[src/include/decode_consts.svh]
// Decode and issue widths
`ifndef DECODE_CONSTS_SVH
`define DECODE_CONSTS_SVH

// Data path and PC width
`define XLEN 32

// Register file addressing
`define REG_ADDR_W 5

// Branch, ALU and load-store
`define NUM_UNITS 3

// Branch and jump offset, JAL immediate plus the zero bit
`define PC_OFFSET_W 21

// Link registers x1 and x5, used for call and return hints
`define LINK_REG_A 5'd1
`define LINK_REG_B 5'd5

`endif

[src/issue_pkg.sv]
// Issue stage types
`include "decode_consts.svh"

package issue_pkg;

    // Bit positions in the unit mask
    localparam int BRANCH_UNIT = 0;
    localparam int ALU_UNIT    = 1;
    localparam int LS_UNIT     = 2;

    // One bit per execution unit
    typedef logic [`NUM_UNITS-1:0] unit_mask_t;

    // Logic path selection inside the ALU
    typedef enum logic [1:0] {
        ADD = 2'b00,
        XOR = 2'b01,
        OR  = 2'b10,
        AND = 2'b11
    } alu_logic_op_t;

endpackage

[src/rv_isa_pkg.sv]
// RV32I encoding types
package rv_isa_pkg;

    // Upper five opcode bits, the low two are always 2'b11
    typedef enum logic [4:0] {
        LUI       = 5'b01101,
        AUIPC     = 5'b00101,
        JAL       = 5'b11011,
        JALR      = 5'b11001,
        BRANCH    = 5'b11000,
        LOAD      = 5'b00000,
        STORE     = 5'b01000,
        ARITH_IMM = 5'b00100,
        ARITH     = 5'b01100,
        FENCE     = 5'b00011,
        SYSTEM    = 5'b11100
    } opcode_group_t;

    // Function-3 codes for arithmetic and unsigned branches
    localparam logic [2:0] ADD_SUB = 3'b000;
    localparam logic [2:0] SLL     = 3'b001;
    localparam logic [2:0] SLT     = 3'b010;
    localparam logic [2:0] SLTU    = 3'b011;
    localparam logic [2:0] XOR     = 3'b100;
    localparam logic [2:0] SRL_SRA = 3'b101;
    localparam logic [2:0] OR      = 3'b110;
    localparam logic [2:0] AND     = 3'b111;
    localparam logic [2:0] BLTU    = 3'b110;
    localparam logic [2:0] BGEU    = 3'b111;

endpackage

[src/alu_operand_prep.sv]
// ALU operand and control formation
`timescale 1ns/1ps
`include "decode_consts.svh"

module alu_operand_prep (
    input  logic                      clk,
    input  logic                      stage_load,
    input  logic [`XLEN-1:0]          instruction,
    input  rv_isa_pkg::opcode_group_t opcode_group,
    input  logic [2:0]                fn3,
    input  logic [`XLEN-1:0]          decode_pc,
    input  logic [`XLEN-1:0]          rs1_data,
    input  logic [`XLEN-1:0]          rs2_data,
    input  logic [`REG_ADDR_W-1:0]    issue_rs2_addr,
    output logic [`XLEN:0]            alu_in1,
    output logic [`XLEN:0]            alu_in2,
    output issue_pkg::alu_logic_op_t  alu_logic_op,
    output logic                      alu_subtract,
    output logic                      alu_lshift,
    output logic                      alu_arith,
    output logic                      alu_shifter_path,
    output logic                      alu_slt_path,
    output logic [`REG_ADDR_W-1:0]    shift_amount
);

    logic                     upper_or_jump;
    logic                     sub_op;
    logic [`XLEN-1:0]         imm_sel;
    issue_pkg::alu_logic_op_t logic_op_sel;

    logic [`XLEN-1:0] pc_r;
    logic [`XLEN-1:0] imm_r;
    logic             rs1_from_reg;
    logic             rs2_from_reg;
    logic             shamt_from_reg;
    logic             arith_bit;
    logic             unsigned_cmp;
    logic [`XLEN-1:0] op1;
    logic [`XLEN-1:0] op2;

    // LUI, AUIPC, JAL and JALR all go through the adder
    assign upper_or_jump = opcode_group inside {rv_isa_pkg::LUI, rv_isa_pkg::AUIPC,
                                                rv_isa_pkg::JAL, rv_isa_pkg::JALR};
    assign sub_op = (fn3 == rv_isa_pkg::ADD_SUB) && instruction[30] &&
                    (opcode_group == rv_isa_pkg::ARITH);

    ////////////////////////////////////////////////////////////
    // Decode-side selection
    always_comb begin
        if (opcode_group inside {rv_isa_pkg::LUI, rv_isa_pkg::AUIPC}) begin
            imm_sel = {instruction[31:12], 12'b0};
        end else if (opcode_group inside {rv_isa_pkg::JAL, rv_isa_pkg::JALR}) begin
            // Link value is PC plus 4
            imm_sel = `XLEN'(4);
        end else begin
            imm_sel = `XLEN'(signed'(instruction[31:20]));
        end
    end

    always_comb begin
        case (fn3)
            rv_isa_pkg::XOR: logic_op_sel = issue_pkg::XOR;
            rv_isa_pkg::OR:  logic_op_sel = issue_pkg::OR;
            rv_isa_pkg::AND: logic_op_sel = issue_pkg::AND;
            default:         logic_op_sel = issue_pkg::ADD;
        endcase
        if (upper_or_jump) begin
            logic_op_sel = issue_pkg::ADD;
        end
    end

    always_ff @(posedge clk) begin
        if (stage_load) begin
            pc_r <= (opcode_group inside {rv_isa_pkg::AUIPC, rv_isa_pkg::JAL,
                                          rv_isa_pkg::JALR}) ? decode_pc : '0;
            imm_r          <= imm_sel;
            rs1_from_reg   <= ~upper_or_jump;
            rs2_from_reg   <= ~(upper_or_jump | (opcode_group == rv_isa_pkg::ARITH_IMM));
            shamt_from_reg <= (opcode_group == rv_isa_pkg::ARITH);
            arith_bit      <= instruction[30];
            unsigned_cmp   <= fn3[0];
            alu_logic_op   <= logic_op_sel;
            alu_subtract   <= ~upper_or_jump &
                              ((fn3 inside {rv_isa_pkg::SLT, rv_isa_pkg::SLTU}) | sub_op);
            alu_lshift     <= ~fn3[2];
            alu_shifter_path <= ~upper_or_jump &
                                (fn3 inside {rv_isa_pkg::SLL, rv_isa_pkg::SRL_SRA});
            alu_slt_path   <= ~upper_or_jump &
                              (fn3 inside {rv_isa_pkg::SLT, rv_isa_pkg::SLTU});
        end
    end

    ////////////////////////////////////////////////////////////
    // Issue-side operands
    assign op1 = rs1_from_reg ? rs1_data : pc_r;
    assign op2 = rs2_from_reg ? rs2_data : imm_r;

    // Extra top bit carries the sign for signed compare, zero when unsigned
    assign alu_in1 = {op1[`XLEN-1] & ~unsigned_cmp, op1};
    assign alu_in2 = {op2[`XLEN-1] & ~unsigned_cmp, op2};

    // Shift-in bit for arithmetic right shift
    assign alu_arith    = op1[`XLEN-1] & arith_bit;
    assign shift_amount = shamt_from_reg ? rs2_data[`REG_ADDR_W-1:0] : issue_rs2_addr;

endmodule

[src/branch_operand_prep.sv]
// Branch operand formation
`timescale 1ns/1ps
`include "decode_consts.svh"

module branch_operand_prep (
    input  logic                      clk,
    input  logic                      stage_load,
    input  logic [`XLEN-1:0]          instruction,
    input  rv_isa_pkg::opcode_group_t opcode_group,
    input  logic [2:0]                fn3,
    input  logic [`REG_ADDR_W-1:0]    rs1_addr,
    input  logic [`REG_ADDR_W-1:0]    rd_addr,
    output logic [`PC_OFFSET_W-1:0]   br_pc_offset,
    output logic                      br_use_signed,
    output logic                      br_is_call,
    output logic                      br_is_return,
    output logic                      br_jal,
    output logic                      br_jalr,
    output logic [2:0]                br_fn3
);

    logic [19:0]              jal_imm;
    logic [11:0]              jalr_imm;
    logic [11:0]              br_imm;
    logic [`PC_OFFSET_W-1:0]  pc_offset;
    logic                     rs1_link;
    logic                     rd_link;

    // Immediate layouts, jump and branch forms drop the zero bit
    assign jal_imm  = {instruction[31], instruction[19:12], instruction[20], instruction[30:21]};
    assign jalr_imm = instruction[31:20];
    assign br_imm   = {instruction[31], instruction[7], instruction[30:25], instruction[11:8]};

    always_comb begin
        case (opcode_group)
            rv_isa_pkg::JALR: pc_offset = `PC_OFFSET_W'(signed'(jalr_imm));
            rv_isa_pkg::JAL:  pc_offset = `PC_OFFSET_W'(signed'({jal_imm, 1'b0}));
            default:          pc_offset = `PC_OFFSET_W'(signed'({br_imm, 1'b0}));
        endcase
    end

    ////////////////////////////////////////////////////////////
    // Return address stack hints
    assign rs1_link = (rs1_addr == `LINK_REG_A) || (rs1_addr == `LINK_REG_B);
    assign rd_link  = (rd_addr == `LINK_REG_A) || (rd_addr == `LINK_REG_B);

    always_ff @(posedge clk) begin
        if (stage_load) begin
            br_pc_offset  <= pc_offset;
            br_use_signed <= !(fn3 inside {rv_isa_pkg::BLTU, rv_isa_pkg::BGEU});
            br_is_call    <= (opcode_group inside {rv_isa_pkg::JAL, rv_isa_pkg::JALR}) && rd_link;
            // Swapping one link register for the other still counts as return
            br_is_return  <= (opcode_group == rv_isa_pkg::JALR) && rs1_link &&
                             (!rd_link || (rs1_addr != rd_addr));
            br_jal        <= (opcode_group == rv_isa_pkg::JAL);
            br_jalr       <= (opcode_group == rv_isa_pkg::JALR);
            br_fn3        <= fn3;
        end
    end

endmodule

[src/decode_issue.sv]
// Decode and issue top level
`timescale 1ns/1ps
`include "decode_consts.svh"

module decode_issue (
    input  logic                     clk,
    input  logic                     rst,
    input  logic                     decode_valid,
    input  logic [`XLEN-1:0]         decode_pc,
    input  logic [`XLEN-1:0]         decode_instruction,
    output logic                     decode_advance,
    output logic [`REG_ADDR_W-1:0]   rs1_addr,
    output logic [`REG_ADDR_W-1:0]   rs2_addr,
    input  logic [`XLEN-1:0]         rs1_data,
    input  logic [`XLEN-1:0]         rs2_data,
    input  logic                     rs1_busy,
    input  logic                     rs2_busy,
    input  issue_pkg::unit_mask_t    unit_ready,
    input  logic                     issue_hold,
    input  logic                     issue_flush,
    output issue_pkg::unit_mask_t    issue_to,
    output logic                     instruction_issued,
    output logic [`XLEN-1:0]         issue_pc,
    output logic                     issue_valid_out,
    output logic [`XLEN:0]           alu_in1,
    output logic [`XLEN:0]           alu_in2,
    output issue_pkg::alu_logic_op_t alu_logic_op,
    output logic                     alu_subtract,
    output logic                     alu_lshift,
    output logic                     alu_arith,
    output logic                     alu_shifter_path,
    output logic                     alu_slt_path,
    output logic [`REG_ADDR_W-1:0]   shift_amount,
    output logic [`PC_OFFSET_W-1:0]  br_pc_offset,
    output logic                     br_use_signed,
    output logic                     br_is_call,
    output logic                     br_is_return,
    output logic                     br_jal,
    output logic                     br_jalr,
    output logic [2:0]               br_fn3
);

    rv_isa_pkg::opcode_group_t opcode_group;
    logic [2:0]                fn3;
    logic [`REG_ADDR_W-1:0]    rs1_addr_dec;
    logic [`REG_ADDR_W-1:0]    rs2_addr_dec;
    logic [`REG_ADDR_W-1:0]    rd_addr_dec;
    logic                      uses_rs1;
    logic                      uses_rs2;
    issue_pkg::unit_mask_t     unit_needed;
    logic                      stage_load;

    instr_decoder i_instr_decoder (
        .instruction  (decode_instruction),
        .opcode_group (opcode_group),
        .fn3          (fn3),
        .rs1_addr     (rs1_addr_dec),
        .rs2_addr     (rs2_addr_dec),
        .rd_addr      (rd_addr_dec),
        .uses_rs1     (uses_rs1),
        .uses_rs2     (uses_rs2),
        .unit_needed  (unit_needed)
    );

    issue_stage i_issue_stage (
        .clk                (clk),
        .rst                (rst),
        .decode_valid       (decode_valid),
        .decode_pc          (decode_pc),
        .rs1_addr_dec       (rs1_addr_dec),
        .rs2_addr_dec       (rs2_addr_dec),
        .uses_rs1           (uses_rs1),
        .uses_rs2           (uses_rs2),
        .unit_needed        (unit_needed),
        .rs1_busy           (rs1_busy),
        .rs2_busy           (rs2_busy),
        .unit_ready         (unit_ready),
        .issue_hold         (issue_hold),
        .issue_flush        (issue_flush),
        .decode_advance     (decode_advance),
        .stage_load         (stage_load),
        .rs1_addr           (rs1_addr),
        .rs2_addr           (rs2_addr),
        .issue_pc           (issue_pc),
        .issue_valid_out    (issue_valid_out),
        .issue_to           (issue_to),
        .instruction_issued (instruction_issued)
    );

    alu_operand_prep i_alu_operand_prep (
        .clk              (clk),
        .stage_load       (stage_load),
        .instruction      (decode_instruction),
        .opcode_group     (opcode_group),
        .fn3              (fn3),
        .decode_pc        (decode_pc),
        .rs1_data         (rs1_data),
        .rs2_data         (rs2_data),
        .issue_rs2_addr   (rs2_addr),
        .alu_in1          (alu_in1),
        .alu_in2          (alu_in2),
        .alu_logic_op     (alu_logic_op),
        .alu_subtract     (alu_subtract),
        .alu_lshift       (alu_lshift),
        .alu_arith        (alu_arith),
        .alu_shifter_path (alu_shifter_path),
        .alu_slt_path     (alu_slt_path),
        .shift_amount     (shift_amount)
    );

    branch_operand_prep i_branch_operand_prep (
        .clk           (clk),
        .stage_load    (stage_load),
        .instruction   (decode_instruction),
        .opcode_group  (opcode_group),
        .fn3           (fn3),
        .rs1_addr      (rs1_addr_dec),
        .rd_addr       (rd_addr_dec),
        .br_pc_offset  (br_pc_offset),
        .br_use_signed (br_use_signed),
        .br_is_call    (br_is_call),
        .br_is_return  (br_is_return),
        .br_jal        (br_jal),
        .br_jalr       (br_jalr),
        .br_fn3        (br_fn3)
    );

endmodule

[src/instr_decoder.sv]
// Instruction field decoder
`timescale 1ns/1ps
`include "decode_consts.svh"

module instr_decoder (
    input  logic [`XLEN-1:0]         instruction,
    output rv_isa_pkg::opcode_group_t opcode_group,
    output logic [2:0]               fn3,
    output logic [`REG_ADDR_W-1:0]   rs1_addr,
    output logic [`REG_ADDR_W-1:0]   rs2_addr,
    output logic [`REG_ADDR_W-1:0]   rd_addr,
    output logic                     uses_rs1,
    output logic                     uses_rs2,
    output issue_pkg::unit_mask_t    unit_needed
);

    ////////////////////////////////////////////////////////////
    // Field slicing
    assign opcode_group = rv_isa_pkg::opcode_group_t'(instruction[6:2]);
    assign fn3          = instruction[14:12];
    assign rs1_addr     = instruction[19:15];
    assign rs2_addr     = instruction[24:20];
    assign rd_addr      = instruction[11:7];

    ////////////////////////////////////////////////////////////
    // Register use
    assign uses_rs1 = !(opcode_group inside {rv_isa_pkg::LUI, rv_isa_pkg::AUIPC,
                                             rv_isa_pkg::JAL, rv_isa_pkg::FENCE});
    assign uses_rs2 = opcode_group inside {rv_isa_pkg::BRANCH, rv_isa_pkg::STORE,
                                           rv_isa_pkg::ARITH};

    ////////////////////////////////////////////////////////////
    // Unit selection
    assign unit_needed[issue_pkg::BRANCH_UNIT] =
        opcode_group inside {rv_isa_pkg::BRANCH, rv_isa_pkg::JAL, rv_isa_pkg::JALR};

    // Bit 25 marks multiply and divide, which have no unit here
    assign unit_needed[issue_pkg::ALU_UNIT] =
        ((opcode_group == rv_isa_pkg::ARITH) && !instruction[25]) ||
        (opcode_group inside {rv_isa_pkg::ARITH_IMM, rv_isa_pkg::AUIPC, rv_isa_pkg::LUI,
                              rv_isa_pkg::JAL, rv_isa_pkg::JALR});

    assign unit_needed[issue_pkg::LS_UNIT] =
        opcode_group inside {rv_isa_pkg::LOAD, rv_isa_pkg::STORE};

endmodule

[src/issue_stage.sv]
// One-entry issue stage
`timescale 1ns/1ps
`include "decode_consts.svh"

module issue_stage (
    input  logic                   clk,
    input  logic                   rst,
    input  logic                   decode_valid,
    input  logic [`XLEN-1:0]       decode_pc,
    input  logic [`REG_ADDR_W-1:0] rs1_addr_dec,
    input  logic [`REG_ADDR_W-1:0] rs2_addr_dec,
    input  logic                   uses_rs1,
    input  logic                   uses_rs2,
    input  issue_pkg::unit_mask_t  unit_needed,
    input  logic                   rs1_busy,
    input  logic                   rs2_busy,
    input  issue_pkg::unit_mask_t  unit_ready,
    input  logic                   issue_hold,
    input  logic                   issue_flush,
    output logic                   decode_advance,
    output logic                   stage_load,
    output logic [`REG_ADDR_W-1:0] rs1_addr,
    output logic [`REG_ADDR_W-1:0] rs2_addr,
    output logic [`XLEN-1:0]       issue_pc,
    output logic                   issue_valid_out,
    output issue_pkg::unit_mask_t  issue_to,
    output logic                   instruction_issued
);

    logic                  stage_valid;
    logic                  stage_uses_rs1;
    logic                  stage_uses_rs2;
    issue_pkg::unit_mask_t stage_needed;

    logic issue_valid;
    logic rs1_conflict;
    logic rs2_conflict;
    logic operands_ready;
    logic units_ready;
    logic can_issue;
    logic no_unit;

    ////////////////////////////////////////////////////////////
    // Stage register
    always_ff @(posedge clk) begin
        if (rst || issue_flush) begin
            stage_valid <= 1'b0;
        end else if (decode_advance) begin
            stage_valid <= decode_valid;
        end
    end

    always_ff @(posedge clk) begin
        if (decode_advance) begin
            issue_pc       <= decode_pc;
            rs1_addr       <= rs1_addr_dec;
            rs2_addr       <= rs2_addr_dec;
            stage_uses_rs1 <= uses_rs1;
            stage_uses_rs2 <= uses_rs2;
            stage_needed   <= unit_needed;
        end
    end

    ////////////////////////////////////////////////////////////
    // Issue decision
    assign issue_valid = stage_valid & ~issue_hold & ~issue_flush;

    assign rs1_conflict = rs1_busy & stage_uses_rs1;
    assign rs2_conflict = rs2_busy & stage_uses_rs2;

    // Load-store forwards rs2 itself and only waits on rs1
    assign operands_ready = stage_needed[issue_pkg::LS_UNIT] ? ~rs1_conflict :
                                                               ~(rs1_conflict | rs2_conflict);

    // Units not needed count as ready
    assign units_ready = &(unit_ready | ~stage_needed);
    assign can_issue   = issue_valid & operands_ready & units_ready & (|stage_needed);
    assign no_unit     = stage_valid & ~(|stage_needed);

    assign issue_to           = can_issue ? stage_needed : '0;
    assign instruction_issued = can_issue;
    assign issue_valid_out    = stage_valid;

    // Stage frees up when empty, issuing, or holding a unit-less instruction
    assign decode_advance = ~issue_hold & (~stage_valid | can_issue | no_unit);
    assign stage_load     = decode_advance;

endmodule

[config.mk]
export PLATFORM = sky130hd
export DESIGN_NAME = decode_issue
export DESIGN_NICKNAME = d
export VERILOG_FILES = /design/src/issue_pkg.sv /design/src/rv_isa_pkg.sv /design/src/alu_operand_prep.sv /design/src/branch_operand_prep.sv /design/src/decode_issue.sv /design/src/instr_decoder.sv /design/src/issue_stage.sv
export VERILOG_INCLUDE_DIRS = /design/src /design/src/include
export SDC_FILE = /design/constraint.sdc
export NUM_CORES = 1
export LEC_CHECK = 0
export BUFFER_PORTS_ARGS = -buffer_cell sky130_fd_sc_hd__buf_2
export CAP_MARGIN = 20
export CELL_PAD_IN_SITES_DETAIL_PLACEMENT = 1
export CELL_PAD_IN_SITES_GLOBAL_PLACEMENT = 1
export CORE_MARGIN = 4
export CORE_UTILIZATION = 40
export DETAILED_ROUTE_END_ITERATION = 7
export PLACE_DENSITY_LB_ADDON = 0.15
export SETUP_SLACK_MARGIN = 0.2
export SLEW_MARGIN = 20
export SYNTH_ARGS = -nofsm -noshare
export SYNTH_HDL_FRONTEND = slang
export SYNTH_SLANG_ARGS = --single-unit
[constraint.sdc]
create_clock -name clk -period 8.32 [get_ports clk]
set_clock_uncertainty 0.1 [all_clocks]
set_input_delay 0.832 -clock clk [delete_from_list [all_inputs] [get_ports clk]]
set_output_delay 0.832 -clock clk [all_outputs]
set_load 0.02 [all_outputs]
; Word level (Yosys, flattened, before mapping)
; Index checks and enable logic that the tools add are counted.
[classes]
n_eq_ne = 21
muxes = 9
bitwise_logic = 32
reduce_logical = 32
[ops]
columns = cell, count
row1 = $mux 32, 4
row2 = $pmux 20 s2, 1
row3 = $eq 5x3->1 const B, 4
row4 = $and 1x1->1, 15
row5 = $eq 5x4->1 const B, 3
row6 = $eq 5x5->1 const B, 3
row7 = $eq 3x3->1 const B, 4
row8 = $reduce_bool 2->1, 6
row9 = $eq 5x1->1 const B, 2
row10 = $not 1->1, 10
row11 = $reduce_bool 3->1, 3
row12 = $reduce_bool 4->1, 2
row13 = $eq 3x2->1 const B, 2
row14 = $logic_and 1x1->1, 6
row15 = $pmux 2 s3, 1
row16 = $eq 5x2->1 const B, 1
row17 = $logic_not 5->1, 1
row18 = $logic_or 1x1->1, 5
row19 = $mux 5, 1
row20 = $ne 5x5->1, 1
row21 = $or 1x1->1, 5
row22 = $reduce_bool 5->1, 1
row23 = $logic_not 1->1, 4
row24 = $eq 3x1->1 const B, 1
row25 = 8 further kinds, 8
[totals]
regBits = 152
in_bits = 138
output_inout_bits = 155
elab_cells = 122

; Longest topological paths before layout
[logic_depth]
ltp_word = 10
mapped_depth = 6
depth_no_buf = 4

; Modules after synthesis
; A second synthesis with hierarchy kept.
[hier_totals]
hier_cells = 464
hier_area_um2 = 6729.0
[by_module_without_submodules]
columns = module, n_inst, cells_each, area_each_um2, seq_area_each_um2
row1 = alu_operand_prep, 1, 279, 3766.1, 2252.2
row2 = issue_stage, 1, 70, 1566.5, 1431.4
row3 = branch_operand_prep, 1, 77, 1133.6, 870.8
row4 = instr_decoder, 1, 38, 262.8, 0.0

; Worst setup path before layout
; OpenSTA, ideal clock, no wires.
[synth_timing]
kind = input-to-output
start = in issue_hold
end = out decode_advance
arrival_time_ns = 3.524
t_required_ns = 7.388
setup_slack_ns = 3.864
path_stages = 4
n_path_buf = 0
cell_sequence = nor2_1 > o211ai_1 > nor3_1 > o21ba_2
[synth_via]
elab_chain_len = 9
[synth_rtl]
columns = element, line_no
row1 = "start, declared", decode_issue.sv:19  ; input logic issue_hold,
row2 = $not 1->1 *, "issue_stage.sv:66, issue_stage.sv:85"
row3 = $and 1x1->1 (2 in series), issue_stage.sv:66  ; assign issue_valid = stage_valid & ~issue_hold & ~issue_flush;
row4 = $and 1x1->1 (3 in series), issue_stage.sv:77  ; assign can_issue = issue_valid & operands_ready & units_ready & (|stage_needed);
row5 = $or 1x1->1 (2 in series), issue_stage.sv:85  ; assign decode_advance = ~issue_hold & (~stage_valid | can_issue | no_unit);
row6 = $and 1x1->1 *, issue_stage.sv:85
row7 = "end, declared", decode_issue.sv:11  ; output logic decode_advance,
; Every way passes the cells marked *; elsewhere a longest branch is shown, timed or not.

; Worst setup path after layout
[layout_timing]
start = reg i_alu_operand_prep.rs2_from_reg
end = out alu_in2[10]
[layout_via]
elab_chain_len = 1
[layout_rtl]
columns = element, line_no
row1 = "start, declared", alu_operand_prep.sv:34  ; logic rs2_from_reg;
row2 = "start signal, assigned", alu_operand_prep.sv:78  ; rs2_from_reg <= ~(upper_or_jump | (opcode_group == rv_isa_pkg::ARITH_IMM));
row3 = $mux 32, alu_operand_prep.sv:96  ; assign op2 = rs2_from_reg ? rs2_data : imm_r;
row4 = "end, declared", decode_issue.sv:26  ; output logic [`XLEN:0] alu_in2,
; No other way between the ends.

==> impl_metrics.ini <==
[timing]
tns_ps = 0
max_slew_margin_pct = 36.8
period_share_pct = 37.2
setup_viol = 0
maxSlewViolCount = 0
tightest_slew_ps = 947
fmax_mhz = 323
finalHoldViolCount = 0
period_minus_slack_ps = 3100
rsz0062_at_grt = false
setup_ws_ps = 5220

[die]
start_util_pct = 41.3
ioPinCount = 293
rows = 45
die_w_um = 134
die_h_um = 134
die_area_um2 = 18000
core_um2 = 15400

[power]
finalPower_mw = 1.89
ir_worst_vdd_mv = 0.138
power.density_nw_per_um2 = 220
leakage_nw = 3.73

[yosys]
synth_enable_flop_cells = 149
ys_ff_latch = 150
ys_types = 37
syn_area_um2 = 6370
synth.yosys.seq_area_share_pct = 70.5
yosysTopAreaCellShare_pct = 70.2
syn_area_per_cell_um2 = 15.4
ys.flop_type = edfxtp_1
synth_area_leader_cell = edfxtp_1
async_flop_share_pct = 0
yosys_warnings = 0
synthTopCellsByArea = edfxtp_1 70%, mux2_2 13%, and2_1 4.5%
synth_fp_nets = 551
netlist_instances = 413

[cts]
cts_resized = 0
cts_root_buf = clkbuf_16
cts_setup_buffers = 0
clkSinkCount = 150
cts_tree = built
numCtsBuffers = 17
clockBufferDepth = 2
htreeDepth = 4
clk_latency_ps = 410
cts_hold_buf = 0
clkTransAtPathRegs_ps = 60

[worst_setup_path]
required_ps = 7390
cp_max_fo = 18
start_kind = register
critPathCaptureType = primary output
path_class = reg -> out
arrival_ps = 2160

[placement]
dp_hpwl_mm = 13.4
post-place-ws_ps = 5120
routabilityCongestion = 0.770
place_area_um2 = 8010
place_inst = 895
port_buffers = 290

[final_layout]
nets = 841
final_common_cell = buf_2
fillers = 1670
layout_common_cells = 290 x buf_2, 149 x edfxtp_1, 71 x mux2_2
syn_to_final_growth_pct = 34.6
instances_no_fill = 929
reg_top3 = i_alu_operand_prep.imm_r (32), i_alu_operand_prep.pc_r (32), i_issue_stage.issue_pc (32)
design_area_um2 = 8580
final_layout_size_suffix_gt1_share_pct = 56.1

[global_routing]
grt_overflow = 0
gr-usage-all-layers_pct = 19.5
grt_pass1_wl_mm = 26.9
grt_antenna_before_repair = 1
grt_max_degree = 76
grt_pass1_vias = 4886

[worst_hold_path]
hp-class = reg -> reg

[routing]
postRouteAntennaNets = 0
wl_mm = 17.9
dr.pass1.iters = 4
viasPerCell = 4.84
drc = 0
wire_per_inst_um = 19.2
vias = 4498
drt-initial-drc-count = 280

[flow_run]
drv_cap = 0

[status]
status = completed
## metal layers
metal | share of wire [%] | routed length, um | global-route usage (%) | up-vias
met5 | 0 | 0 | 0 | -
met4 | 1.4 | 244 | 6.11 | 0
met3 | 9.1 | 1630 | 6.79 | 17
met2 | 52 | 9350 | 35.3 | 197
met1 | 37 | 6640 | 21.5 | 2192
li1 | - | - | - | 2092
## logic make-up (layout without fill, tap and decap cells)
| logic type | count (synthesis) | in the layout | share of synthesized area, % |
|---|---|---|---|
| other cells | 0 | 2 | 0 |
| mux | 75 | 75 | 13.2 |
| buf+inv | 36 | 339 | 2.75 |
| compound gates | 26 | 26 | 2.75 |
| xor+xnor | 2 | 2 | 0.275 |
| simple gates | 124 | 124 | 10.5 |
| flops | 150 | 150 | 70.5 |
## path summary, 6_finish.rpt
check | start | slack (ps) | cells past startpoint | end
max | i_alu_operand_prep.rs2_from_reg | 5220 | 3 | alu_in2[10]
min | i_issue_stage.issue_valid_out | 470 | 2 | i_issue_stage.issue_valid_out
max reg2reg | i_issue_stage.stage_needed[1] | 5620 | 5 | i_issue_stage.issue_pc[7]
min reg2reg | i_issue_stage.issue_valid_out | 470 | 2 | i_issue_stage.issue_valid_out
## critical path: stages (launching register included)
cell	delay, ps
edfxtp_1	800
buf_4	390
mux2_2	380
buf_2	170
## through the flow
stage,hold slack [ps],utilization [%]
3_5_place_dp,462,51.9
3_3_place_gp,419,51.9
4_1_cts,468,55.6
6_report,466,55.6
5_1_grt,486,55.6
2_1_floorplan,495,-
## area by class of cell
class	instances	area [um^2]	area share [%]
inverter	13	48.8	0.569
multi-input combinational	227	1720	20.0
tap	211	264	3.08
antenna	2	5.00	0.0583
clock inverter	11	128	1.49
sequential	150	4490	52.4
timing repair buffer	294	1480	17.3
clock buffer	21	440	5.13
## synthesized netlist by cell type (all sizes together) (2+ instances only)
master and number:
a21o 8, a21oi 4, and2 46, and3 2
buf 19, clkbuf 4, edfxtp 149, inv 13
mux2 71, mux2i 4, nand2 48, nand3 2
nor2 8, nor2b 2, nor3 5, nor3b 2
nor4 4, o21ai 7, xor2 2
## power by group
| group | switching [mW] | total [mW] | internal (mW) | leakage [nW] |
|---|---|---|---|---|
| combinational | 0.155 | 0.248 | 0.0930 | 1.97 |
| sequential | 0.0150 | 0.901 | 0.886 | 1.49 |
| clock | 0.295 | 0.737 | 0.442 | 0.268 |
| total | 0.465 | 1.89 | 1.42 | 3.73 |
Power figures use the tool's default switching activity.
